[config.mk]
export PLATFORM = sky130hd
export DESIGN_NAME = mempool_cluster
export DESIGN_NICKNAME = d
export VERILOG_FILES = /design/src/hdl/cluster_cfg_pkg.sv /design/src/hdl/dma_pkg.sv /design/src/hdl/spill_register.sv /design/src/hdl/dma_req_frontend.sv /design/src/hdl/group_dma_engine.sv /design/src/hdl/dma_status_collector.sv /design/src/hdl/mempool_cluster.sv
export VERILOG_INCLUDE_DIRS = /design/src /design/src/hdl
export SDC_FILE = /design/constraint.sdc
export NUM_CORES = 1
export LEC_CHECK = 0
export BUFFER_PORTS_ARGS = -buffer_cell sky130_fd_sc_hd__buf_2
export CORE_MARGIN = 2
export CORE_UTILIZATION = 58
export CTS_CLUSTER_DIAMETER = 40
export DETAILED_ROUTE_END_ITERATION = 8
export HOLD_SLACK_MARGIN = 0.05
export PLACE_DENSITY = 0.81
export SETUP_SLACK_MARGIN = 0.02
export SKIP_CTS_REPAIR_TIMING = 1
export SLEW_MARGIN = 15
export SYNTH_ARGS = -nofsm -noshare
export SYNTH_HDL_FRONTEND = slang
export SYNTH_SLANG_ARGS = --single-unit
[constraint.sdc]
create_clock -name clk_i -period 6 [get_ports clk_i]
set_input_delay 1.2 -clock clk_i [delete_from_list [all_inputs] [get_ports clk_i]]
set_output_delay 1.2 -clock clk_i [all_outputs]
set_load 0.01 [all_outputs]
[src/hdl/cluster_macros.svh]
/*
 * Cluster-wide constants for mesh size, address map and transfer widths.
 * Include before importing the cluster or DMA packages.
 */
`default_nettype none

`ifndef CLUSTER_MACROS_SVH
`define CLUSTER_MACROS_SVH

// Mesh of groups
`define NUM_X 2
`define NUM_Y 2

// Transfer geometry
`define BEAT_BYTES 4
`define ADDR_W 32
`define LEN_W 12

// TCDM address map, one slice per group
`define TCDM_BASE 32'h0010_0000
`define GROUP_SPAN 32'h0001_0000

`endif

`default_nettype wire

[src/hdl/cluster_cfg_pkg.sv]
/*
 * Cluster layout types: number of groups and the group index.
 */
`include "cluster_macros.svh"
`default_nettype none

package cluster_cfg_pkg;

  // Groups in the mesh
  localparam int unsigned NumGroups = `NUM_X * `NUM_Y;

  localparam int unsigned GroupIdW = $clog2(NumGroups);

  // Linear group index, x * NUM_Y + y
  typedef logic [GroupIdW-1:0] group_id_t;

endpackage : cluster_cfg_pkg

`default_nettype wire

[src/hdl/dma_pkg.sv]
/*
 * DMA traffic types shared by the request path and the status path.
 */
`include "cluster_macros.svh"
`default_nettype none

package dma_pkg;

  // One transfer as issued by the host
  typedef struct packed {
    logic [`ADDR_W-1:0] src_addr;
    logic [`ADDR_W-1:0] dst_addr;
    logic [`LEN_W-1:0]  num_bytes;
  } dma_req_t;

  // Status counters wrap at 2**MetaCntW
  localparam int unsigned MetaCntW = 8;

  // Per-group status seen by the host
  typedef struct packed {
    logic                busy;
    logic [MetaCntW-1:0] num_done;
    logic [MetaCntW-1:0] num_err;
  } dma_meta_t;

endpackage : dma_pkg

`default_nettype wire

[src/hdl/spill_register.sv]
/*
 * Two-entry valid/ready register for any payload type.
 * Registers data, valid and ready, so no combinational path crosses it.
 */
`timescale 1ns/10ps
`default_nettype none

module spill_register #(
  parameter type T = logic
) (
  input  logic clk_i,
  input  logic arst_n_i,
  input  logic valid_i,
  output logic ready_o,
  input  T     data_i,
  output logic valid_o,
  input  logic ready_i,
  output T     data_o
);

  logic head_full_q, head_full_d;
  logic spill_full_q, spill_full_d;
  T     head_data_q;
  T     spill_data_q;
  logic push, pop;
  logic head_load, head_from_spill, spill_load;

  // Spill slot only fills behind a full head
  assign ready_o = ~spill_full_q;
  assign valid_o = head_full_q;
  assign data_o  = head_data_q;

  assign push = valid_i & ready_o;
  assign pop  = head_full_q & ready_i;

  always_comb begin
    head_full_d     = head_full_q;
    spill_full_d    = spill_full_q;
    head_load       = 1'b0;
    head_from_spill = 1'b0;
    spill_load      = 1'b0;
    if (pop) begin
      if (spill_full_q) begin
        // Older item moves up
        head_from_spill = 1'b1;
        spill_full_d    = push;
        spill_load      = push;
      end else begin
        head_full_d = push;
        head_load   = push;
      end
    end else if (push) begin
      if (head_full_q) begin
        spill_full_d = 1'b1;
        spill_load   = 1'b1;
      end else begin
        head_full_d = 1'b1;
        head_load   = 1'b1;
      end
    end
  end

  always_ff @(posedge clk_i or negedge arst_n_i) begin
    if (!arst_n_i) begin
      head_full_q  <= 1'b0;
      spill_full_q <= 1'b0;
    end else begin
      head_full_q  <= head_full_d;
      spill_full_q <= spill_full_d;
    end
  end

  always_ff @(posedge clk_i) begin
    if (head_from_spill) begin
      head_data_q <= spill_data_q;
    end else if (head_load) begin
      head_data_q <= data_i;
    end
    if (spill_load) begin
      spill_data_q <= data_i;
    end
  end

endmodule : spill_register

`default_nettype wire

[src/hdl/dma_req_frontend.sv]
/*
 * Request front end: one spill register per group lane between the
 * cluster DMA ports and the group engines.
 */
`timescale 1ns/10ps
`default_nettype none

module dma_req_frontend (
  input  logic                                                clk_i,
  input  logic                                                arst_n_i,
  // Host side
  input  dma_pkg::dma_req_t   [cluster_cfg_pkg::NumGroups-1:0] dma_req_i,
  input  logic                [cluster_cfg_pkg::NumGroups-1:0] dma_req_valid_i,
  output logic                [cluster_cfg_pkg::NumGroups-1:0] dma_req_ready_o,
  // Group side
  output dma_pkg::dma_req_t   [cluster_cfg_pkg::NumGroups-1:0] grp_req_o,
  output logic                [cluster_cfg_pkg::NumGroups-1:0] grp_req_valid_o,
  input  logic                [cluster_cfg_pkg::NumGroups-1:0] grp_req_ready_i
);

  import dma_pkg::*;
  import cluster_cfg_pkg::*;

  // Lanes are independent, a stalled group only backs up its own port
  for (genvar g = 0; g < NumGroups; g++) begin : gen_lane
    spill_register #(
      .T (dma_req_t)
    ) i_req_spill (
      .clk_i    (clk_i             ),
      .arst_n_i (arst_n_i          ),
      .valid_i  (dma_req_valid_i[g]),
      .ready_o  (dma_req_ready_o[g]),
      .data_i   (dma_req_i[g]      ),
      .valid_o  (grp_req_valid_o[g]),
      .ready_i  (grp_req_ready_i[g]),
      .data_o   (grp_req_o[g]      )
    );
  end : gen_lane

endmodule : dma_req_frontend

`default_nettype wire

[src/hdl/group_dma_engine.sv]
/*
 * DMA backend of one group. Checks the destination against the group's
 * TCDM slice, runs one cycle per beat and counts completions and errors.
 */
`timescale 1ns/10ps
`include "cluster_macros.svh"
`default_nettype none

module group_dma_engine #(
  parameter cluster_cfg_pkg::group_id_t GroupId = '0
) (
  input  logic               clk_i,
  input  logic               arst_n_i,
  input  dma_pkg::dma_req_t  req_i,
  input  logic               req_valid_i,
  output logic               req_ready_o,
  output dma_pkg::dma_meta_t meta_o
);

  import dma_pkg::*;
  import cluster_cfg_pkg::*;

  localparam int unsigned BeatShift = $clog2(`BEAT_BYTES);
  localparam int unsigned BeatW     = `LEN_W - BeatShift + 1;
  localparam int unsigned SpanShift = $clog2(`GROUP_SPAN);

  // First address past the whole cluster TCDM
  localparam logic [`ADDR_W-1:0] TcdmEnd = `TCDM_BASE + NumGroups * `GROUP_SPAN;

  logic                busy_q;
  logic [BeatW-1:0]    beat_cnt_q;
  logic [MetaCntW-1:0] done_cnt_q;
  logic [MetaCntW-1:0] err_cnt_q;

  logic                accept;
  logic [`ADDR_W:0]    last_addr;
  logic [`ADDR_W-1:0]  first_off;
  logic [`ADDR_W-1:0]  last_off;
  group_id_t           first_grp;
  group_id_t           last_grp;
  logic                in_slice;
  logic [`LEN_W:0]     len_round;
  logic [BeatW-1:0]    num_beats;

  assign req_ready_o = ~busy_q;
  assign accept      = req_valid_i & req_ready_o;

  // Last byte touched, one extra bit to catch wrap past the address space
  always_comb begin
    last_addr = {1'b0, req_i.dst_addr} + {{(`ADDR_W + 1 - `LEN_W){1'b0}}, req_i.num_bytes};
    if (req_i.num_bytes != '0) begin
      last_addr = last_addr - 1'b1;
    end
  end

  assign first_off = req_i.dst_addr - `TCDM_BASE;
  assign last_off  = last_addr[`ADDR_W-1:0] - `TCDM_BASE;
  assign first_grp = group_id_t'(first_off >> SpanShift);
  assign last_grp  = group_id_t'(last_off >> SpanShift);

  // Both ends inside TCDM and inside this group's slice
  assign in_slice = (req_i.dst_addr >= `TCDM_BASE) &&
                    (last_addr < {1'b0, TcdmEnd}) &&
                    (first_grp == GroupId) &&
                    (last_grp == GroupId);

  // Zero-length transfers still take one beat
  assign len_round = {1'b0, req_i.num_bytes} + (`LEN_W + 1)'(`BEAT_BYTES - 1);
  assign num_beats = (req_i.num_bytes == '0) ? BeatW'(1) : BeatW'(len_round >> BeatShift);

  always_ff @(posedge clk_i or negedge arst_n_i) begin
    if (!arst_n_i) begin
      busy_q     <= 1'b0;
      beat_cnt_q <= '0;
      done_cnt_q <= '0;
      err_cnt_q  <= '0;
    end else begin
      if (accept) begin
        if (in_slice) begin
          busy_q     <= 1'b1;
          beat_cnt_q <= num_beats;
        end else begin
          err_cnt_q <= err_cnt_q + 1'b1;
        end
      end else if (busy_q) begin
        if (beat_cnt_q == BeatW'(1)) begin
          // Last beat
          busy_q     <= 1'b0;
          done_cnt_q <= done_cnt_q + 1'b1;
        end else begin
          beat_cnt_q <= beat_cnt_q - 1'b1;
        end
      end
    end
  end

  always_comb begin
    meta_o          = '0;
    meta_o.busy     = busy_q;
    meta_o.num_done = done_cnt_q;
    meta_o.num_err  = err_cnt_q;
  end

endmodule : group_dma_engine

`default_nettype wire

[src/hdl/dma_status_collector.sv]
/*
 * Status drain: registers each group's DMA status toward the host and
 * forms the cluster-wide busy flag from the registered copies.
 */
`timescale 1ns/10ps
`default_nettype none

module dma_status_collector (
  input  logic                                                clk_i,
  input  logic                                                arst_n_i,
  input  dma_pkg::dma_meta_t  [cluster_cfg_pkg::NumGroups-1:0] grp_meta_i,
  output dma_pkg::dma_meta_t  [cluster_cfg_pkg::NumGroups-1:0] dma_meta_o,
  output logic                                                cluster_busy_o
);

  import dma_pkg::*;
  import cluster_cfg_pkg::*;

  dma_meta_t [NumGroups-1:0] meta_q;

  always_ff @(posedge clk_i or negedge arst_n_i) begin
    if (!arst_n_i) begin
      meta_q <= '0;
    end else begin
      meta_q <= grp_meta_i;
    end
  end

  assign dma_meta_o = meta_q;

  // Host polls this until every group has gone idle
  always_comb begin
    cluster_busy_o = 1'b0;
    for (int unsigned g = 0; g < NumGroups; g++) begin
      cluster_busy_o = cluster_busy_o | meta_q[g].busy;
    end
  end

endmodule : dma_status_collector

`default_nettype wire

[src/hdl/mempool_cluster.sv]
/*
 * DMA cluster top: request front end, 2x2 mesh of group engines and the
 * status collector. Instances and wiring only.
 */
`timescale 1ns/10ps
`include "cluster_macros.svh"
`default_nettype none

module mempool_cluster (
  input  logic                                                clk_i,
  input  logic                                                arst_n_i,
  // DMA request
  input  dma_pkg::dma_req_t   [cluster_cfg_pkg::NumGroups-1:0] dma_req_i,
  input  logic                [cluster_cfg_pkg::NumGroups-1:0] dma_req_valid_i,
  output logic                [cluster_cfg_pkg::NumGroups-1:0] dma_req_ready_o,
  // DMA status
  output dma_pkg::dma_meta_t  [cluster_cfg_pkg::NumGroups-1:0] dma_meta_o,
  output logic                                                cluster_busy_o
);

  import dma_pkg::*;
  import cluster_cfg_pkg::*;

  dma_req_t  [NumGroups-1:0] grp_req;
  logic      [NumGroups-1:0] grp_req_valid;
  logic      [NumGroups-1:0] grp_req_ready;
  dma_meta_t [NumGroups-1:0] grp_meta;

  dma_req_frontend i_frontend (
    .clk_i           (clk_i          ),
    .arst_n_i        (arst_n_i       ),
    .dma_req_i       (dma_req_i      ),
    .dma_req_valid_i (dma_req_valid_i),
    .dma_req_ready_o (dma_req_ready_o),
    .grp_req_o       (grp_req        ),
    .grp_req_valid_o (grp_req_valid  ),
    .grp_req_ready_i (grp_req_ready  )
  );

  for (genvar x = 0; x < `NUM_X; x++) begin : gen_groups_x
    for (genvar y = 0; y < `NUM_Y; y++) begin : gen_groups_y
      localparam int unsigned Idx = x * `NUM_Y + y;

      group_dma_engine #(
        .GroupId (group_id_t'(Idx))
      ) i_group (
        .clk_i       (clk_i             ),
        .arst_n_i    (arst_n_i          ),
        .req_i       (grp_req[Idx]      ),
        .req_valid_i (grp_req_valid[Idx]),
        .req_ready_o (grp_req_ready[Idx]),
        .meta_o      (grp_meta[Idx]     )
      );
    end : gen_groups_y
  end : gen_groups_x

  dma_status_collector i_collector (
    .clk_i          (clk_i         ),
    .arst_n_i       (arst_n_i      ),
    .grp_meta_i     (grp_meta      ),
    .dma_meta_o     (dma_meta_o    ),
    .cluster_busy_o (cluster_busy_o)
  );

endmodule : mempool_cluster

`default_nettype wire

; ---- After elaboration in Yosys (flattened, before gate mapping)
; Index checks and enable logic that the tools add are counted.
[classes]
shifts = 0
n_eq_ne = 22
mux = 112
div = 0
multipliers = 0
order_cmp = 8
bitwise_logic = 27
add_sub_neg = 32
reduce_logical = 58
[ops]
columns = operator, n
row1 = two-way mux 44 bit, 8
row2 = two-way mux 11 bit, 20
row3 = "subtractor 18 x 1 -> 18 bit, second input constant", 8
row4 = adder 32 x 12 -> 33 bit, 4
row5 = "< comparator 33 x 21 -> 1 bit, second input constant", 4
row6 = two-way mux 33 bit, 4
row7 = "subtractor 33 x 1 -> 33 bit, second input constant", 4
row8 = "greater-or-equal comparator 32 x 21 -> 1 bit, second input constant", 4
row9 = two-way mux 1 bit, 80
row10 = "adder 8 x 1 -> 8 bit, second input constant", 8
row11 = "adder 12 x 2 -> 13 bit, second input constant", 4
row12 = logical NOT 12 bit, 4
row13 = nonzero test 12 bit, 4
row14 = "== test 11 x 1 -> 1 bit, second input constant", 4
row15 = "subtractor 11 x 1 -> 11 bit, second input constant", 4
row16 = nonzero test 2 bit, 16
row17 = AND reduction 2 bit, 12
row18 = AND reduction 3 bit, 8
row19 = "inequality test 2 bit, second input constant", 8
row20 = NOT 1 bit, 16
row21 = logical AND 1 bit, 12
row22 = AND 1 bit, 8
row23 = "== test 2 bit, second input constant", 4
row24 = "inequality test 2 x 1 -> 1 bit, second input constant", 4
row25 = other kinds (3), 7
[totals]
mem_bits_ro = 0
elab_cells = 311
in_bits = 310
regBits = 540
latch_bits = 0
n_memories = 0
output_inout_bits = 73
mem_bits_rw = 0

; ---- Longest topological paths before layout
[depth]
depth_word = 9
ltp_mapped = 17
ltp_nobuf = 14

; ---- Hierarchy
; Synthesis repeated with hierarchy kept, for this count alone.
[unflattened]
hier_cells = 2754
hier_area_um2 = 37823.8
[by_module_without_submodules]
columns = module, seq_area_each_um2, area_per_inst_um2, n_inst, cells_each
row1 = spill_register, 4614.4, 5754.3, 4, 249
row2 = group_dma_engine (gen_groups_x[1].gen_groups_y[1].i_group), 700.7, 3552.2, 1, 447
row3 = group_dma_engine (gen_groups_x[1].gen_groups_y[0].i_group), 700.7, 3429.5, 1, 458
row4 = group_dma_engine (gen_groups_x[0].gen_groups_y[0].i_group), 700.7, 3108.0, 1, 398
row5 = group_dma_engine (gen_groups_x[0].gen_groups_y[1].i_group), 700.7, 3007.9, 1, 386
row6 = dma_status_collector, 1701.6, 1709.1, 1, 69

; ---- Worst setup path before layout
; Ideal clock, no wire load.
[synth_path]
path_kind = in2reg
start = input dma_req_valid_i[0] in the netlist's numbering
end = register i_frontend.gen_lane[0].i_req_spill.head_data_q, in the netlist i_frontend.gen_lane[0].i_req_spill.data_o[0] (enable)
setup_ps = 513
stages = 2
t_required_ps = 5487
arrival_ps = 4530
slack_ps = 957
path_buffers = 0
cell_sequence = nand2_1 > a21boi_0
[synth_between]
elab_chain_cells = 4
elab_cells_between_ends = 5
classes_between = mux: 3 / bitwise: 1 / reduce/logical: 1
[synth_rtl]
columns = item, line
row1 = "start, declared", mempool_cluster.sv:14  ; input logic [cluster_cfg_pkg::NumGroups-1:0] dma_req_valid_i,
row2 = AND 1 bit (*), spill_register.sv:33  ; assign push = valid_i & ready_o;
row3 = "two-way mux 1 bit, on equally long branches", "spill_register.sv:52, spill_register.sv:43"
row4 = two-way mux 1 bit (*), spill_register.sv:42  ; if (pop) begin
row5 = nonzero test 2 bit (no line) (*), n/a
row6 = "end signal, assigned", spill_register.sv:75  ; head_data_q <= spill_data_q;
row7 = "end signal, assigned", spill_register.sv:77  ; head_data_q <= data_i;
row8 = "end, declared", spill_register.sv:23  ; T head_data_q;
; Mark *: on every way between the ends. The rest lies on a longest branch, timed or not.
; A chain may end at the register's enable or synchronous reset.

; ---- Worst setup path in the final report
[layout_path]
start = register i_frontend.gen_lane[0].i_req_spill.head_data_q, in the netlist i_frontend.gen_lane[0].i_req_spill.data_o[0]
end = register gen_groups_x[0].gen_groups_y[0].i_group.beat_cnt_q[3]
[layout_between]
elab_chain_cells = 9
elab_cells_between_ends = 17
classes_between = add/sub: 4 / order compare: 1 / eq/ne: 1 / mux: 4 / reduce/logical: 7
[layout_rtl]
columns = item, line
row1 = adder 32 x 12 -> 33 bit, group_dma_engine.sv:50  ; last_addr = {1'b0, req_i.dst_addr} + {{(`ADDR_W + 1 - `LEN_W){1'b0}}, req_i.num_bytes};
row2 = subtractor 33 x 1 -> 33 bit, group_dma_engine.sv:52  ; last_addr = last_addr - 1'b1;
row3 = two-way mux 33 bit, group_dma_engine.sv:51  ; if (req_i.num_bytes != '0) begin
row4 = < comparator 33 x 21 -> 1 bit, group_dma_engine.sv:63  ; (last_addr < {1'b0, TcdmEnd}) &&
row5 = logical AND 1 bit (3 in series), group_dma_engine.sv:62  ; assign in_slice = (req_i.dst_addr >= `TCDM_BASE) &&
row6 = inequality test 2 bit (no line), n/a
row7 = AND reduction 3 bit (no line), n/a
row8 = "end signal, assigned", group_dma_engine.sv:81  ; beat_cnt_q <= num_beats;
row9 = "end signal, assigned", group_dma_engine.sv:91  ; beat_cnt_q <= beat_cnt_q - 1'b1;
row10 = "end, declared", group_dma_engine.sv:31  ; logic [BeatW-1:0] beat_cnt_q;
; Several ways; a longest one is shown, not always the timed one. The select of a mux whose other input is x is not followed.

==> impl_results.md <==
* Status: completed
* CTS tree: yes
* Slew @ Worst Pin at 1.15 ns
* Via/cell ratio at 6.10
* GP Congestion at 0.909
* Power per cell area at 317 nW/um^2
* First-pass GRT wire length at 99100 um
* # Max-Cap Violations at 0
* Final setup violation count at 0
* IO Port Bufs at 254
* Worst Skew at 0.0159 ns
* Clk buf depth at 3
* Kind of critical path: flop to flop
* LEAKAGE at 12.6 nW
* Initial core utilization at 58.5%
* Final net count at 2885
* I/O pin total at 383
* YS warnings at 0
* Synthesized cell area at 27100 sq um
* Via count at 19400
* Clock latency at the later pin of the worst-skew pair at 0.60 ns
* RSZ-0062 raised after global routing: false
* Final Hold Vio Count at 0
* Overall Global Routing Usage at 25.6%
* Slew HR at 23.1%
* Clk slew on worst S/H paths at 0.05 ns
* Total Die Area at 48500 sq um
* Initial drt markers at 1721
* Syn Inst Count at 2226
* Sequential fraction of the synthesis area at 56.3%
* Critical Path AT at 5.17 ns
* Syn Area/Cell at 12.2 sq um
* Maximum VDD drop at 308 uV
* Die W at 220 um
* Synthesis-to-layout area growth at 16.9%
* Count of different cell masters after synthesis at 106
* Std-Cell Rows at 79
* Largest net degree at the start of global routing at 116
* Placeable Area at 46400 sq um
* Final Slew Violations at 0
* Top-count cell post-synth: edfxtp_1
* H-tree depth at 3
* Final Core Density at 68.4%
* Area contributors post-synth: edfxtp_1, dfrtp_1, mux2_2
* WL per Instance at 19.5 um
* Synth Register Bits at 540
* Final hold slack at 0.379 ns
* Root Buffer Master: clkbuf_16
* Antenna-violating nets left at 0
* Main synth FF type: edfxtp_1
* Clock period minus worst slack at 4.70 ns
* Period Utilization, post-route at 78.4%
* Vias in the first global route at 19200
* Achievable frequency at 213 MHz
* CTS Sinks at 540
* Layout cells sized above 1 at 25.2%
* Setup TNS at 0 ns
* Ys async rst share at 34.8%
* Detailed placer's ending HPWL at 43300 um
* Total wire length at 61900 um
* Antenna violations before repair at 5
* Drt pass-1 iters at 6
* Post-synth EDFFs at 352
* Startpoint Class: flop
* Drt drc at 0
* Chip height at 220 um
* Synth Net Count at 2604
* Synth area leader: edfxtp_1
* Worst setup EP type: flop
* Critical path peak fanout at 11
* Grt ovf at 0
* Most frequent cells after synthesis: edfxtp_1, dfrtp_1, mux2_2, nand2_1, nor2_1
* Top cell type's share of synthesized area at 39.0%
* Cts bufs inserted at 76
* Hold WC Path Type: flop to flop
* Worst Path Required at 6.46 ns
[final timing paths]
check	to	slack, ns	depth (start not counted)	startpoint
min in group asynchronous	i_collector.dma_meta_o[18]$_DFF_PN0_	0.72	1	arst_n_i
worst max register to register	flop	1.30	14	i_frontend.gen_lane[0].i_req_spill.data_o[0]$_DFFE_PP_
worst min register to register	i_collector.dma_meta_o[39]$_DFF_PN0_	0.38	0	flop
worst min-delay path	i_collector.dma_meta_o[39]$_DFF_PN0_	0.38	0	flop
worst max-delay path	flop	1.30	14	i_frontend.gen_lane[0].i_req_spill.data_o[0]$_DFFE_PP_
max in group asynchronous	i_collector.dma_meta_o[39]$_DFF_PN0_	4.13	2	arst_n_i
[per-stage QoR]
stage,power [mW],setup slack (ns),area [sq um],cells
2_1_floorplan,5.17,0.957,27100,2226
3_3_place_gp,5.53,1.40,29100,3035
3_5_place_dp,5.59,1.27,29100,3036
4_1_cts,10.1,1.27,31700,3175
5_1_grt,10.4,1.04,31700,3177
6_report,10.0,1.30,31700,3177
[cell usage in the layout, fill, tap and decap left out, types with 63 or more instances in the layout]
master | Yosys | routed
a21oi_1 | 85 | 85
mux2_2 | 185 | 185
nand2_1 | 182 | 180
nor2_1 | 116 | 112
o21ai_0 | 63 | 63
clkbuf_16 | 0 | 83
dfrtp_1 | 188 | 188
buf_2 | 9 | 253
xnor2_1 | 113 | 113
nand3_1 | 76 | 76
ha_1 | 64 | 64
edfxtp_1 | 352 | 352
[worst max-delay path, cell delays in order (launching register included)]
cell,delay (ns)
edfxtp_1,0.43
ha_1,0.25
fa_1,0.44
a211oi_2,0.30
o21ai_1,0.22
a21oi_4,0.30
nor2_2,0.11
xor2_1,0.16
or4b_4,0.54
nor4b_4,0.31
nand4_1,0.12
a211o_1,0.48
or2_4,0.33
a21oi_4,0.23
mux2_1,0.35
[area by class of cell]
| cell class | count | area [sq um] |
|---|---|---|
| Antenna cell | 2 | 5.00 |
| Timing Repair Buffer | 269 | 1410 |
| Clock buffer | 98 | 2170 |
| Inverter | 56 | 210 |
| Tap cell | 607 | 759 |
| Clock inverter | 41 | 432 |
| Fill cell | 3250 | 14700 |
| Sequential cell | 540 | 15300 |
| Multi-Input combinational cell | 1564 | 11500 |
[flip-flops by register name, summed over array words and instances, names as in the netlist]
name / count
i_collector.dma_meta_o: 68
i_frontend.gen_lane.i_req_spill.spill_data_q: 176
gen_groups_x.gen_groups_y.i_group.busy_q: 4
gen_groups_x.gen_groups_y.i_group.beat_cnt_q: 44
i_frontend.gen_lane.i_req_spill.valid_o: 4
gen_groups_x.gen_groups_y.i_group.err_cnt_q: 32
i_frontend.gen_lane.i_req_spill.data_o: 176
gen_groups_x.gen_groups_y.i_group.done_cnt_q: 32
i_frontend.gen_lane.i_req_spill.spill_full_q: 4
[report_power, final]
part / internal, mW / switching, mW
clock: 2.79 / 1.73
combinational: 0.460 / 0.586
sequential: 4.24 / 0.243
[cell families (layout without fill, tap and decap cells)]
group / Yosys count / after routing / share of synthesized area [%]
muxes: 206 / 206 / 8.49
xor gates and xnor gates: 174 / 174 / 5.62
and+or+nand+nor: 706 / 706 / 13.7
other: 0 / 2 / 0
adders and majority gates: 68 / 68 / 3.25
AOI/OAI and AO/OA: 410 / 410 / 10.9
DFF: 540 / 540 / 56.3
buffers and inverters: 122 / 464 / 1.79
[per-layer routing]
layer | GRT usage (%) | up-vias | part of all wire, %
met3 | 5.07 | 143 | 5.9
met2 | 42.3 | 684 | 49
met1 | 33.9 | 9459 | 42
met5 | 0 | - | 0.034
met4 | 8.70 | 4 | 3.1
li1 | - | 9092 | -
Power figures use the tool's default switching activity.
